--- src/logic/board_pkg.sv ---
/*
 * Shared types, register map, AD7606 timing and settings,
 * sequencer state encoding
 */
package board_pkg;

    // ********************
    // Types
    // ********************
    typedef logic [7:0]  lbs_addr_t;           // Local bus register address
    typedef logic [15:0] lbs_data_t;           // Local bus data word
    typedef logic [15:0] ad_sample_t;          // One AD7606 result
    typedef logic [2:0]  ad_chan_t;            // Channel index
    typedef logic [31:0] phase_t;              // PWM tuning, duty and accumulator

    typedef enum logic [2:0] {
        IDLE,
        CONVST,
        WAIT_BUSY_HI,
        WAIT_BUSY_LO,
        RD_LOW,
        RD_HIGH,
        DONE
    } ad_state_t;

    // ********************
    // Register map
    // ********************
    localparam int        AD_PAGE_BIT  = 7;    // Set selects the AD7606 page
    localparam lbs_addr_t REG_ID       = 8'h00;
    localparam lbs_data_t BOARD_ID     = 16'h7606;
    localparam lbs_addr_t REG_RELAY    = 8'h01;
    localparam lbs_addr_t REG_TTL_OUT  = 8'h02;
    localparam lbs_addr_t REG_TTL_IN   = 8'h03;
    localparam lbs_addr_t REG_FTW_LO   = 8'h04;
    localparam lbs_addr_t REG_FTW_HI   = 8'h05;
    localparam lbs_addr_t REG_DUTY_LO  = 8'h06;
    localparam lbs_addr_t REG_DUTY_HI  = 8'h07;
    localparam lbs_addr_t REG_PWM_CTRL = 8'h08;
    localparam lbs_addr_t REG_AD_CTRL  = 8'h09;
    localparam lbs_addr_t REG_SEC_CNT  = 8'h0A;

    // Timer
    localparam int MS_PER_SEC = 1000;

    // ********************
    // AD7606
    // ********************
    localparam int         AD_CHANNELS       = 8;
    localparam int         CONVST_LOW_CYCLES = 4;
    localparam int         RD_LOW_CYCLES     = 3;
    localparam int         RD_HIGH_CYCLES    = 2;
    localparam int         BUSY_TIMEOUT      = 4096;
    localparam logic [2:0] AD_OS_SETTING     = 3'd0;   // No oversampling
    localparam logic       AD_RANGE_SETTING  = 1'b1;   // +/-10 V
    localparam logic       AD_REF_SETTING    = 1'b1;   // Internal reference

endpackage
--- src/logic/control_board.sv ---
/*
 * Board controller top: local bus decode, system registers,
 * timer, speaker PWM and AD7606 controller
 */
`timescale 1ns/1ps
module control_board
    import board_pkg::*;
#(
    parameter int CLK_PER_MS = 80000
)
(
    input  logic       clk,
    input  logic       reset_i,
    input  logic       lbs_cs_n_i,
    input  logic       lbs_we_i,
    input  logic       lbs_re_i,
    input  lbs_addr_t  lbs_addr_i,
    input  lbs_data_t  lbs_wdata_i,
    output lbs_data_t  lbs_rdata_o,
    output logic [3:0] relay_con_o,
    output logic       relay_oen_o,
    input  logic [5:0] ttl_i,
    output logic [5:0] ttl_o,
    output logic       ttl_en_o,
    output logic       run_o,
    output logic       speak_o,
    input  logic       ad_busy_i,
    input  logic       ad_frstdata_i,
    input  ad_sample_t ad_data_i,
    output logic       ad_csn_o,
    output logic       ad_rd_o,
    output logic       ad_convst_a_o,
    output logic       ad_convst_b_o,
    output logic       ad_reset_o,
    output logic [2:0] ad_os_o,
    output logic       ad_range_o,
    output logic       ad_ref_sel_o
);

    lbs_addr_t reg_addr;
    lbs_data_t reg_wdata;
    logic      reg_we;
    logic      sys_sel;
    logic      ad_sel;
    lbs_data_t sys_rdata;
    lbs_data_t ad_rdata;
    phase_t    pwm_ftw;
    phase_t    pwm_duty;
    logic      pwm_en;
    logic      pwm_load;
    logic      ad_conv_en;
    logic      ad_reset;
    logic      ms_pulse;
    logic      second_tick;
    logic      ad_convst;

    lbs_ctrl u_lbs_ctrl (
        .clk         (clk          ),
        .reset_i     (reset_i      ),
        .lbs_cs_n_i  (lbs_cs_n_i   ),
        .lbs_we_i    (lbs_we_i     ),
        .lbs_re_i    (lbs_re_i     ),
        .lbs_addr_i  (lbs_addr_i   ),
        .lbs_wdata_i (lbs_wdata_i  ),
        .sys_rdata_i (sys_rdata    ),
        .ad_rdata_i  (ad_rdata     ),
        .reg_addr_o  (reg_addr     ),
        .reg_wdata_o (reg_wdata    ),
        .reg_we_o    (reg_we       ),
        .sys_sel_o   (sys_sel      ),
        .ad_sel_o    (ad_sel       ),
        .lbs_rdata_o (lbs_rdata_o  )
    );

    sys_registers u_sys_registers (
        .clk           (clk          ),
        .reset_i       (reset_i      ),
        .reg_addr_i    (reg_addr     ),
        .reg_wdata_i   (reg_wdata    ),
        .reg_we_i      (reg_we       ),
        .sel_i         (sys_sel      ),
        .ttl_i         (ttl_i        ),
        .second_tick_i (second_tick  ),
        .rdata_o       (sys_rdata    ),
        .relay_con_o   (relay_con_o  ),
        .relay_oen_o   (relay_oen_o  ),
        .ttl_o         (ttl_o        ),
        .ttl_en_o      (ttl_en_o     ),
        .pwm_ftw_o     (pwm_ftw      ),
        .pwm_duty_o    (pwm_duty     ),
        .pwm_en_o      (pwm_en       ),
        .pwm_load_o    (pwm_load     ),
        .ad_conv_en_o  (ad_conv_en   ),
        .ad_reset_o    (ad_reset     )
    );

    timer #(
        .CLK_PER_MS    (CLK_PER_MS   )
    ) u_timer (
        .clk           (clk          ),
        .reset_i       (reset_i      ),
        .ms_pulse_o    (ms_pulse     ),
        .second_tick_o (second_tick  ),
        .run_o         (run_o        )
    );

    pwm_ctrl u_pwm_ctrl (
        .clk     (clk      ),
        .reset_i (reset_i  ),
        .ftw_i   (pwm_ftw  ),
        .duty_i  (pwm_duty ),
        .en_i    (pwm_en   ),
        .load_i  (pwm_load ),
        .pwm_o   (speak_o  )           // Speaker drive
    );

    ad7606_ctrl u_ad7606_ctrl (
        .clk        (clk           ),
        .reset_i    (reset_i       ),
        .ms_pulse_i (ms_pulse      ),
        .conv_en_i  (ad_conv_en    ),
        .ad_reset_i (ad_reset      ),
        .busy_i     (ad_busy_i     ),
        .frstdata_i (ad_frstdata_i ),
        .data_i     (ad_data_i     ),
        .reg_addr_i (reg_addr      ),
        .sel_i      (ad_sel        ),
        .rdata_o    (ad_rdata      ),
        .csn_o      (ad_csn_o      ),
        .rd_o       (ad_rd_o       ),
        .convst_o   (ad_convst     ),
        .ad_reset_o (ad_reset_o    )
    );

    // Both conversion groups start together
    assign ad_convst_a_o = ad_convst;
    assign ad_convst_b_o = ad_convst;

    // Static converter setup
    assign ad_os_o      = AD_OS_SETTING;
    assign ad_range_o   = AD_RANGE_SETTING;
    assign ad_ref_sel_o = AD_REF_SETTING;

endmodule

--- src/logic/ad7606_ctrl.sv ---
/*
 * AD7606 conversion and parallel read sequencer,
 * channel data registers on the AD page
 */
`timescale 1ns/1ps
module ad7606_ctrl
    import board_pkg::*;
(
    input  logic       clk,
    input  logic       reset_i,
    input  logic       ms_pulse_i,
    input  logic       conv_en_i,
    input  logic       ad_reset_i,
    input  logic       busy_i,
    input  logic       frstdata_i,
    input  ad_sample_t data_i,
    input  lbs_addr_t  reg_addr_i,
    input  logic       sel_i,
    output lbs_data_t  rdata_o,
    output logic       csn_o,
    output logic       rd_o,
    output logic       convst_o,
    output logic       ad_reset_o
);

    ad_state_t                       state;
    logic [$clog2(BUSY_TIMEOUT)-1:0] cnt;
    ad_chan_t                        chan;
    logic                            frst_ok;   // Frame aligned to channel 0
    logic                            sample_en;
    ad_sample_t                      shadow [AD_CHANNELS];
    ad_sample_t                      chan_q [AD_CHANNELS];

    // Last low cycle of a read pulse
    assign sample_en = (state == RD_LOW) && (cnt == RD_LOW_CYCLES - 1);

    // ********************
    // Sequencer
    // ********************
    always_ff @(posedge clk)
    begin
        if (reset_i || ad_reset_i)
        begin
            state   <= IDLE;
            cnt     <= '0;
            chan    <= '0;
            frst_ok <= 1'b0;
        end
        else
        begin
            case (state)
                IDLE:
                begin
                    cnt  <= '0;
                    chan <= '0;
                    if (ms_pulse_i && conv_en_i)
                        state <= CONVST;
                end
                CONVST:
                begin
                    cnt <= cnt + 1'b1;
                    if (cnt == CONVST_LOW_CYCLES - 1)
                    begin
                        cnt   <= '0;
                        state <= WAIT_BUSY_HI;
                    end
                end
                WAIT_BUSY_HI:
                begin
                    cnt <= cnt + 1'b1;
                    if (busy_i)
                    begin
                        cnt   <= '0;
                        state <= WAIT_BUSY_LO;
                    end
                    else if (cnt == BUSY_TIMEOUT - 1)
                        state <= IDLE;          // Converter never started
                end
                WAIT_BUSY_LO:
                begin
                    cnt <= cnt + 1'b1;
                    if (!busy_i)
                    begin
                        cnt   <= '0;
                        state <= RD_LOW;
                    end
                    else if (cnt == BUSY_TIMEOUT - 1)
                        state <= IDLE;
                end
                RD_LOW:
                begin
                    cnt <= cnt + 1'b1;
                    if (sample_en)
                    begin
                        cnt   <= '0;
                        state <= RD_HIGH;
                        if (chan == '0)
                            frst_ok <= frstdata_i;
                    end
                end
                RD_HIGH:
                begin
                    cnt <= cnt + 1'b1;
                    if (cnt == RD_HIGH_CYCLES - 1)
                    begin
                        cnt <= '0;
                        if (chan == ad_chan_t'(AD_CHANNELS - 1))
                            state <= DONE;
                        else
                        begin
                            chan  <= chan + 1'b1;
                            state <= RD_LOW;
                        end
                    end
                end
                DONE:    state <= IDLE;
                default: state <= IDLE;
            endcase
        end
    end

    // Sample buffer, published as one frame
    always_ff @(posedge clk)
    begin
        if (sample_en)
            shadow[chan] <= data_i;
        if (state == DONE && frst_ok)
            chan_q <= shadow;
    end

    always_ff @(posedge clk)
    begin
        if (reset_i)
            ad_reset_o <= 1'b0;
        else
            ad_reset_o <= ad_reset_i;
    end

    // Pin strobes, active low
    assign convst_o = (state != CONVST);
    assign rd_o     = (state != RD_LOW);
    assign csn_o    = (state != RD_LOW);

    // Channel n at page offset n, rest of the page reads 0
    assign rdata_o = (sel_i && reg_addr_i[6:3] == 4'd0) ? chan_q[reg_addr_i[2:0]] : '0;

endmodule

--- src/logic/pwm_ctrl.sv ---
/*
 * Phase accumulator PWM for the speaker
 */
`timescale 1ns/1ps
module pwm_ctrl
    import board_pkg::*;
(
    input  logic   clk,
    input  logic   reset_i,
    input  phase_t ftw_i,
    input  phase_t duty_i,
    input  logic   en_i,
    input  logic   load_i,
    output logic   pwm_o
);

    phase_t ftw_q;
    phase_t duty_q;
    phase_t phase;

    // Words take effect only on load
    always_ff @(posedge clk)
    begin
        if (load_i)
        begin
            ftw_q  <= ftw_i;
            duty_q <= duty_i;
        end
    end

    always_ff @(posedge clk)
    begin
        if (reset_i)
        begin
            phase <= '0;
            pwm_o <= 1'b0;
        end
        else if (en_i)
        begin
            phase <= phase + ftw_q;
            pwm_o <= (phase < duty_q);   // High for the duty fraction
        end
        else
        begin
            phase <= '0;
            pwm_o <= 1'b0;
        end
    end

endmodule

--- src/logic/timer.sv ---
/*
 * Millisecond and second tick divider with run indicator
 */
`timescale 1ns/1ps
module timer
    import board_pkg::*;
#(
    parameter int CLK_PER_MS = 80000
)
(
    input  logic clk,
    input  logic reset_i,
    output logic ms_pulse_o,
    output logic second_tick_o,
    output logic run_o
);

    logic [$clog2(CLK_PER_MS)-1:0] clk_cnt;
    logic [$clog2(MS_PER_SEC)-1:0] ms_cnt;

    always_ff @(posedge clk)
    begin
        if (reset_i)
        begin
            clk_cnt       <= '0;
            ms_cnt        <= '0;
            ms_pulse_o    <= 1'b0;
            second_tick_o <= 1'b0;
            run_o         <= 1'b0;
        end
        else
        begin
            ms_pulse_o    <= 1'b0;
            second_tick_o <= 1'b0;
            if (clk_cnt == CLK_PER_MS - 1)
            begin
                clk_cnt    <= '0;
                ms_pulse_o <= 1'b1;
            end
            else
                clk_cnt <= clk_cnt + 1'b1;

            // Count finished milliseconds
            if (ms_pulse_o)
            begin
                if (ms_cnt == MS_PER_SEC - 1)
                begin
                    ms_cnt        <= '0;
                    second_tick_o <= 1'b1;
                    run_o         <= !run_o;     // Blink once a second
                end
                else
                    ms_cnt <= ms_cnt + 1'b1;
            end
        end
    end

endmodule

--- src/logic/sys_registers.sv ---
/*
 * System register bank: relays, TTL I/O, PWM words,
 * AD7606 control and seconds counter
 */
`timescale 1ns/1ps
module sys_registers
    import board_pkg::*;
(
    input  logic       clk,
    input  logic       reset_i,
    input  lbs_addr_t  reg_addr_i,
    input  lbs_data_t  reg_wdata_i,
    input  logic       reg_we_i,
    input  logic       sel_i,
    input  logic [5:0] ttl_i,
    input  logic       second_tick_i,
    output lbs_data_t  rdata_o,
    output logic [3:0] relay_con_o,
    output logic       relay_oen_o,
    output logic [5:0] ttl_o,
    output logic       ttl_en_o,
    output phase_t     pwm_ftw_o,
    output phase_t     pwm_duty_o,
    output logic       pwm_en_o,
    output logic       pwm_load_o,
    output logic       ad_conv_en_o,
    output logic       ad_reset_o
);

    logic       wr_en;
    logic [5:0] ttl_meta;
    logic [5:0] ttl_sync;
    lbs_data_t  sec_cnt;

    assign wr_en = sel_i && reg_we_i;

    // ********************
    // Writable registers
    // ********************
    always_ff @(posedge clk)
    begin
        if (reset_i)
        begin
            relay_con_o  <= '0;
            relay_oen_o  <= 1'b0;
            ttl_o        <= '0;
            ttl_en_o     <= 1'b0;
            pwm_ftw_o    <= '0;
            pwm_duty_o   <= '0;
            pwm_en_o     <= 1'b0;
            pwm_load_o   <= 1'b0;
            ad_conv_en_o <= 1'b0;
            ad_reset_o   <= 1'b0;
        end
        else
        begin
            // Self clearing load strobe
            pwm_load_o <= wr_en && (reg_addr_i == REG_PWM_CTRL) && reg_wdata_i[1];
            if (wr_en)
            begin
                case (reg_addr_i)
                    REG_RELAY:
                    begin
                        relay_con_o <= reg_wdata_i[3:0];
                        relay_oen_o <= reg_wdata_i[4];
                    end
                    REG_TTL_OUT:
                    begin
                        ttl_o    <= reg_wdata_i[5:0];
                        ttl_en_o <= reg_wdata_i[8];     // Driver enable
                    end
                    REG_FTW_LO:   pwm_ftw_o[15:0]   <= reg_wdata_i;
                    REG_FTW_HI:   pwm_ftw_o[31:16]  <= reg_wdata_i;
                    REG_DUTY_LO:  pwm_duty_o[15:0]  <= reg_wdata_i;
                    REG_DUTY_HI:  pwm_duty_o[31:16] <= reg_wdata_i;
                    REG_PWM_CTRL: pwm_en_o          <= reg_wdata_i[0];
                    REG_AD_CTRL:
                    begin
                        ad_reset_o   <= reg_wdata_i[0];
                        ad_conv_en_o <= reg_wdata_i[1];
                    end
                    default: ;
                endcase
            end
        end
    end

    // Two flop synchronizer for the TTL inputs
    always_ff @(posedge clk)
    begin
        ttl_meta <= ttl_i;
        ttl_sync <= ttl_meta;
    end

    // Uptime in seconds
    always_ff @(posedge clk)
    begin
        if (reset_i)
            sec_cnt <= '0;
        else if (second_tick_i)
            sec_cnt <= sec_cnt + 1'b1;
    end

    // ********************
    // Read mux
    // ********************
    always_comb
    begin
        rdata_o = '0;
        if (sel_i)
        begin
            case (reg_addr_i)
                REG_ID:       rdata_o = BOARD_ID;
                REG_RELAY:    rdata_o = {11'd0, relay_oen_o, relay_con_o};
                REG_TTL_OUT:  rdata_o = {7'd0, ttl_en_o, 2'd0, ttl_o};
                REG_TTL_IN:   rdata_o = {10'd0, ttl_sync};
                REG_FTW_LO:   rdata_o = pwm_ftw_o[15:0];
                REG_FTW_HI:   rdata_o = pwm_ftw_o[31:16];
                REG_DUTY_LO:  rdata_o = pwm_duty_o[15:0];
                REG_DUTY_HI:  rdata_o = pwm_duty_o[31:16];
                REG_PWM_CTRL: rdata_o = {15'd0, pwm_en_o};   // Load bit reads 0
                REG_AD_CTRL:  rdata_o = {14'd0, ad_conv_en_o, ad_reset_o};
                REG_SEC_CNT:  rdata_o = sec_cnt;
                default:      rdata_o = '0;
            endcase
        end
    end

endmodule

--- src/logic/lbs_ctrl.sv ---
/*
 * Local bus controller: access register stage, page decode
 * and registered read data return
 */
`timescale 1ns/1ps
module lbs_ctrl
    import board_pkg::*;
(
    input  logic      clk,
    input  logic      reset_i,
    input  logic      lbs_cs_n_i,
    input  logic      lbs_we_i,
    input  logic      lbs_re_i,
    input  lbs_addr_t lbs_addr_i,
    input  lbs_data_t lbs_wdata_i,
    input  lbs_data_t sys_rdata_i,
    input  lbs_data_t ad_rdata_i,
    output lbs_addr_t reg_addr_o,
    output lbs_data_t reg_wdata_o,
    output logic      reg_we_o,
    output logic      sys_sel_o,
    output logic      ad_sel_o,
    output lbs_data_t lbs_rdata_o
);

    logic wr_acc;
    logic rd_acc;
    logic reg_re;

    // Strobes only count with chip select low
    assign wr_acc = lbs_we_i && !lbs_cs_n_i;
    assign rd_acc = lbs_re_i && !lbs_cs_n_i;

    // Address and data stage
    always_ff @(posedge clk)
    begin
        reg_addr_o  <= lbs_addr_i;
        reg_wdata_o <= lbs_wdata_i;
    end

    // Strobes and page select
    always_ff @(posedge clk)
    begin
        if (reset_i)
        begin
            reg_we_o  <= 1'b0;
            reg_re    <= 1'b0;
            sys_sel_o <= 1'b0;
            ad_sel_o  <= 1'b0;
        end
        else
        begin
            reg_we_o  <= wr_acc;
            reg_re    <= rd_acc;
            sys_sel_o <= (wr_acc || rd_acc) && !lbs_addr_i[AD_PAGE_BIT];
            ad_sel_o  <= (wr_acc || rd_acc) && lbs_addr_i[AD_PAGE_BIT];
        end
    end

    // Second cycle of a read, held until the next one
    always_ff @(posedge clk)
    begin
        if (reset_i)
            lbs_rdata_o <= '0;
        else if (reg_re)
            lbs_rdata_o <= ad_sel_o ? ad_rdata_i : sys_rdata_i;
    end

endmodule

--- config.mk ---
export PLATFORM = sky130hd
export DESIGN_NAME = control_board
export DESIGN_NICKNAME = d
export VERILOG_FILES = /design/src/logic/board_pkg.sv /design/src/logic/control_board.sv /design/src/logic/ad7606_ctrl.sv /design/src/logic/pwm_ctrl.sv /design/src/logic/timer.sv /design/src/logic/sys_registers.sv /design/src/logic/lbs_ctrl.sv
export SDC_FILE = /design/constraint.sdc
export NUM_CORES = 1
export LEC_CHECK = 0
export BUFFER_PORTS_ARGS = -buffer_cell sky130_fd_sc_hd__buf_2
export CORE_ASPECT_RATIO = 0.5
export CORE_MARGIN = 3
export CORE_UTILIZATION = 40
export CTS_BUF_LIST = sky130_fd_sc_hd__clkbuf_16
export DETAILED_ROUTE_END_ITERATION = 8
export GPL_ROUTABILITY_DRIVEN = 0
export PLACE_DENSITY = 0.62
export SYNTH_ARGS = -nofsm -noshare
export SYNTH_HDL_FRONTEND = slang
export SYNTH_HIERARCHICAL = 1
export SYNTH_SLANG_ARGS = --single-unit
--- constraint.sdc ---
create_clock -name clk -period 18.7 [get_ports clk]
set_clock_uncertainty 0.05 [all_clocks]
set_input_delay 0.935 -clock clk [delete_from_list [all_inputs] [get_ports clk]]
set_output_delay 0.935 -clock clk [all_outputs]
set_load 0.1 [all_outputs]
==> results.txt <==
Netlist Area Pre-Place = 0.0229 sq mm
initial DRC count = 1,142
Die Width = 344 um
full die area = 0.0604 sq mm
first-pass GRT wire length = 77,600 um
initial core utilization = 40.8%
vias in the first global route = 13,301
Final ANT Viol Nets = 0
top cell type's share of synthesized area = 41.9%
FFs w/ async S/R, synth = 0%
CTS tree = built
Leakage Power = 9.23 nW
hold_buf cts = 0
outcome = finished clean
drc violations = 0
Mapped Cells = 1,805
Unique masters post-synth = 87
PD cells = 92.5 mW/mm^2
Hold Crit Class = flop to flop
max-cap violations = 0
Root Driver = clkbuf_16
GRT Total Usage = 16.4%
clock-pin transition on the worst setup and hold timing paths = 0.06 ns
total grt overflow = 0
internal power = 1.87 mW
Slew Limit Fails = 0
cts bufs inserted = 50
# diodes = 0
RSZ-0062 raised after global routing = false
Tightest Pin Transition = 1.25 ns
sequential fraction of the synthesis area = 62.5%
die height = 175 um
Main synth FF type = edfxtp_1
Comb power frac = 2.6%
synth warn = 6
Fillers = 5,064
reg-to-reg startpoint = u_lbs_ctrl/reg_addr_o[2]
depth of the most critical reg-to-reg path = 6
Finished Layout Cells = 2,669
# clock sinks = 555
Crit Path Max Fanout = 38
commonest cells in the synthesized netlist = 320 x edfxtp_1, 235 x dfxtp_1, 203 x nor2_1, 133 x nand2_1, 97 x mux2i_1
crit path launch type = flop
core box area = 0.0561 sq mm
num ports = 93
share of post-route cells with drive strength above 1 = 14.0%
clock power share = 42.6%
largest net degree at the start of global routing = 93
Final Hold Violating Endpoints = 0
placed cell count = 2,577
Synth area leader = edfxtp_1
Req. time, crit path = 19.07 ns
nets@finish = 1,998
initial antenna violation count = 3
net switching power figure = 0.503 mW
post-synthesis average cell area = 12.7 sq um
FF-to-FF setup slack = 15.45 ns
largest vdd supply drop = 77.8 uV
Max-slew headroom = 16.0%
dpl hpwl = 33,700 um
top-count cell post-synth = edfxtp_1
via count of the routed design = 13,831
Setup crit end kind = flop
Power, Total = 2.37 mW
Sw Share = 21.2%
Pre-antenna DRT Iters = 5
vias per cell = 5.18
I/O Buffers = 87
critical-path cell list = buf_4, nor2b_1, nand2_1, nor3_4, mux2i_1, nor2_1
Layout Area Growth over Synthesis = 12.1%
Final setup violation count = 0
CP Launch Point = u_lbs_ctrl/reg_addr_o[2]
count of flip-flops with a built-in enable after synthesis = 320
Setup TNS = 0 ns
Setup CP Type = flop to flop
site row count = 61
post-CTS resize count = 0
crit path to = u_sys_registers/pwm_duty_o[13]
ranking of synthesized cells by area = edfxtp_1 42%, dfxtp_1 21%, mux2i_1 4.2%
Routed WL = 49,900 um
Fmax = 307 MHz
deepest clock path buffer count = 3
Crit path largest cell delay = 1.02 ns
register share of total power = 54.8%
setup bufs post-CTS = 0
WL per Instance = 18.7 um
Worst path slowest cell = nor3_4
Yosys reg bits = 555
H-tree levels = 2
Final Cycle Share = 17.4%
minimum clock period = 3.25 ns
CP arrival = 3.62 ns
Clock Latency Late Sink = 0.58 ns
Critical R2R Capture = u_sys_registers/pwm_duty_o[13]
metrics by stage:
| step | utilization [%] | hold slack [ns] | cell area [sq um] | worst slack [ns] |
|---|---|---|---|---|
| 6_report | 45.8 | 0.278 | 25700 | 15.45 |
| 5_1_grt | 45.8 | 0.282 | 25700 | 15.17 |
| 3_3_place_gp | 42.9 | 0.264 | 24000 | 15.61 |
| 4_1_cts | 45.8 | 0.280 | 25700 | 15.44 |
| 2_1_floorplan | - | 0.260 | 22900 | 8.38 |
| 3_5_place_dp | 42.9 | 0.269 | 24000 | 15.55 |
worst min-delay path by stage:
stage                                      from                          end  cells after the start
floorplan           u_sys_registers/ttl_meta[0]  u_sys_registers/ttl_sync[0]                      0
global placement    u_sys_registers/ttl_meta[3]  u_sys_registers/ttl_sync[3]                      0
detailed placement  u_sys_registers/ttl_meta[4]  u_sys_registers/ttl_sync[4]                      0
CTS                 u_sys_registers/ttl_meta[0]  u_sys_registers/ttl_sync[0]                      0
global route        u_sys_registers/ttl_meta[0]  u_sys_registers/ttl_sync[0]                      0
finish              u_sys_registers/ttl_meta[0]  u_sys_registers/ttl_sync[0]                      0
worst max-delay path: cells and delay by family, from the launching register on:
| kind | cells | cell delay, ns |
|---|---|---|
| buffers and inverters | 1 | 0.48 |
| muxes | 1 | 0.31 |
| and+or+nand+nor | 4 | 1.93 |
| DFF | 1 | 0.31 |
logic make-up (layout without fill, tap and decap cells):
| kind of cell | Yosys count | count (layout) | share of synthesized area [%] |
|---|---|---|---|
| and+or+nand+nor | 543 | 543 | 11.4 |
| xor gates and xnor gates | 68 | 68 | 2.60 |
| buffers and inverters | 146 | 251 | 2.80 |
| AOI/OAI and AO/OA | 276 | 276 | 8.35 |
| DFF | 555 | 555 | 62.5 |
| muxes | 143 | 143 | 8.37 |
| other | 2 | 5 | 0.0328 |
| adders and majority gates | 72 | 72 | 3.97 |
cell type report:
class | instances | area [sq um] | area share (%)
clock inverter | 40 | 340 | 1.33
multi-input combinational | 1107 | 8000 | 31.1
clock buffer | 52 | 1300 | 5.07
sequential | 555 | 14300 | 55.8
tap | 756 | 946 | 3.68
inverter | 55 | 206 | 0.804
timing repair buffer | 104 | 566 | 2.20
power by group through the flow:
| stage | Clock (mW) | Combinational, mW | Sequential [mW] |
|---|---|---|---|
| 5_1_grt | 1.09 | 0.0667 | 1.30 |
| 4_1_cts | 1.04 | 0.0628 | 1.30 |
| 2_1_floorplan | 0 | 0.0375 | 1.33 |
| 3_5_place_dp | 0 | 0.0628 | 1.33 |
| 3_3_place_gp | 0 | 0.0621 | 1.33 |
| 6_report | 1.01 | 0.0624 | 1.30 |
state kept, by name, summed over array words and instances (netlist names), 10 cells and up:
signal and count:
u_ad7606_ctrl/chan_q 128, u_ad7606_ctrl/cnt 12, u_ad7606_ctrl/shadow 128, u_lbs_ctrl/lbs_rdata_o 16, u_lbs_ctrl/reg_wdata_o 16, u_pwm_ctrl/duty_q 32, u_pwm_ctrl/ftw_q 32, u_pwm_ctrl/phase 32
u_sys_registers/pwm_duty_o 32, u_sys_registers/pwm_ftw_o 32, u_sys_registers/sec_cnt 16, u_timer/clk_cnt 17, u_timer/ms_cnt 10
cell usage in the layout (no fill, tap or decap), types with 7 or more instances in the layout:
cell | synthesis | final
o21ai_0 | 32 | 32
buf_4 | 9 | 18
nand2b_1 | 15 | 15
a211oi_1 | 21 | 21
nand4_1 | 34 | 34
nor2_1 | 203 | 197
a21o_1 | 31 | 31
xor2_1 | 34 | 34
o21a_1 | 8 | 8
nor2b_1 | 18 | 18
mux2i_1 | 97 | 97
nand2_1 | 133 | 133
inv_1 | 55 | 67
ha_1 | 71 | 71
mux2_2 | 7 | 7
buf_2 | 22 | 86
clkinv_1 | 0 | 10
and3_1 | 9 | 9
nor4_1 | 9 | 9
dfxtp_1 | 235 | 231
edfxtp_1 | 320 | 320
a22oi_1 | 10 | 10
nor2_2 | 1 | 7
a21oi_1 | 95 | 95
nor3_1 | 23 | 20
xnor2_1 | 34 | 34
o211ai_1 | 9 | 9
clkbuf_16 | 0 | 52
nand3_1 | 43 | 43
mux4_2 | 38 | 38
layer usage:
| metal | track usage, % | routed length, um |
|---|---|---|
| met4 | 3.81 | 994 |
| met2 | 27.3 | 24200 |
| met3 | 2.87 | 2100 |
| met5 | 0 | 24 |
| met1 | 22.3 | 22500 |
Note: power is estimated with default switching activity, not from simulation.
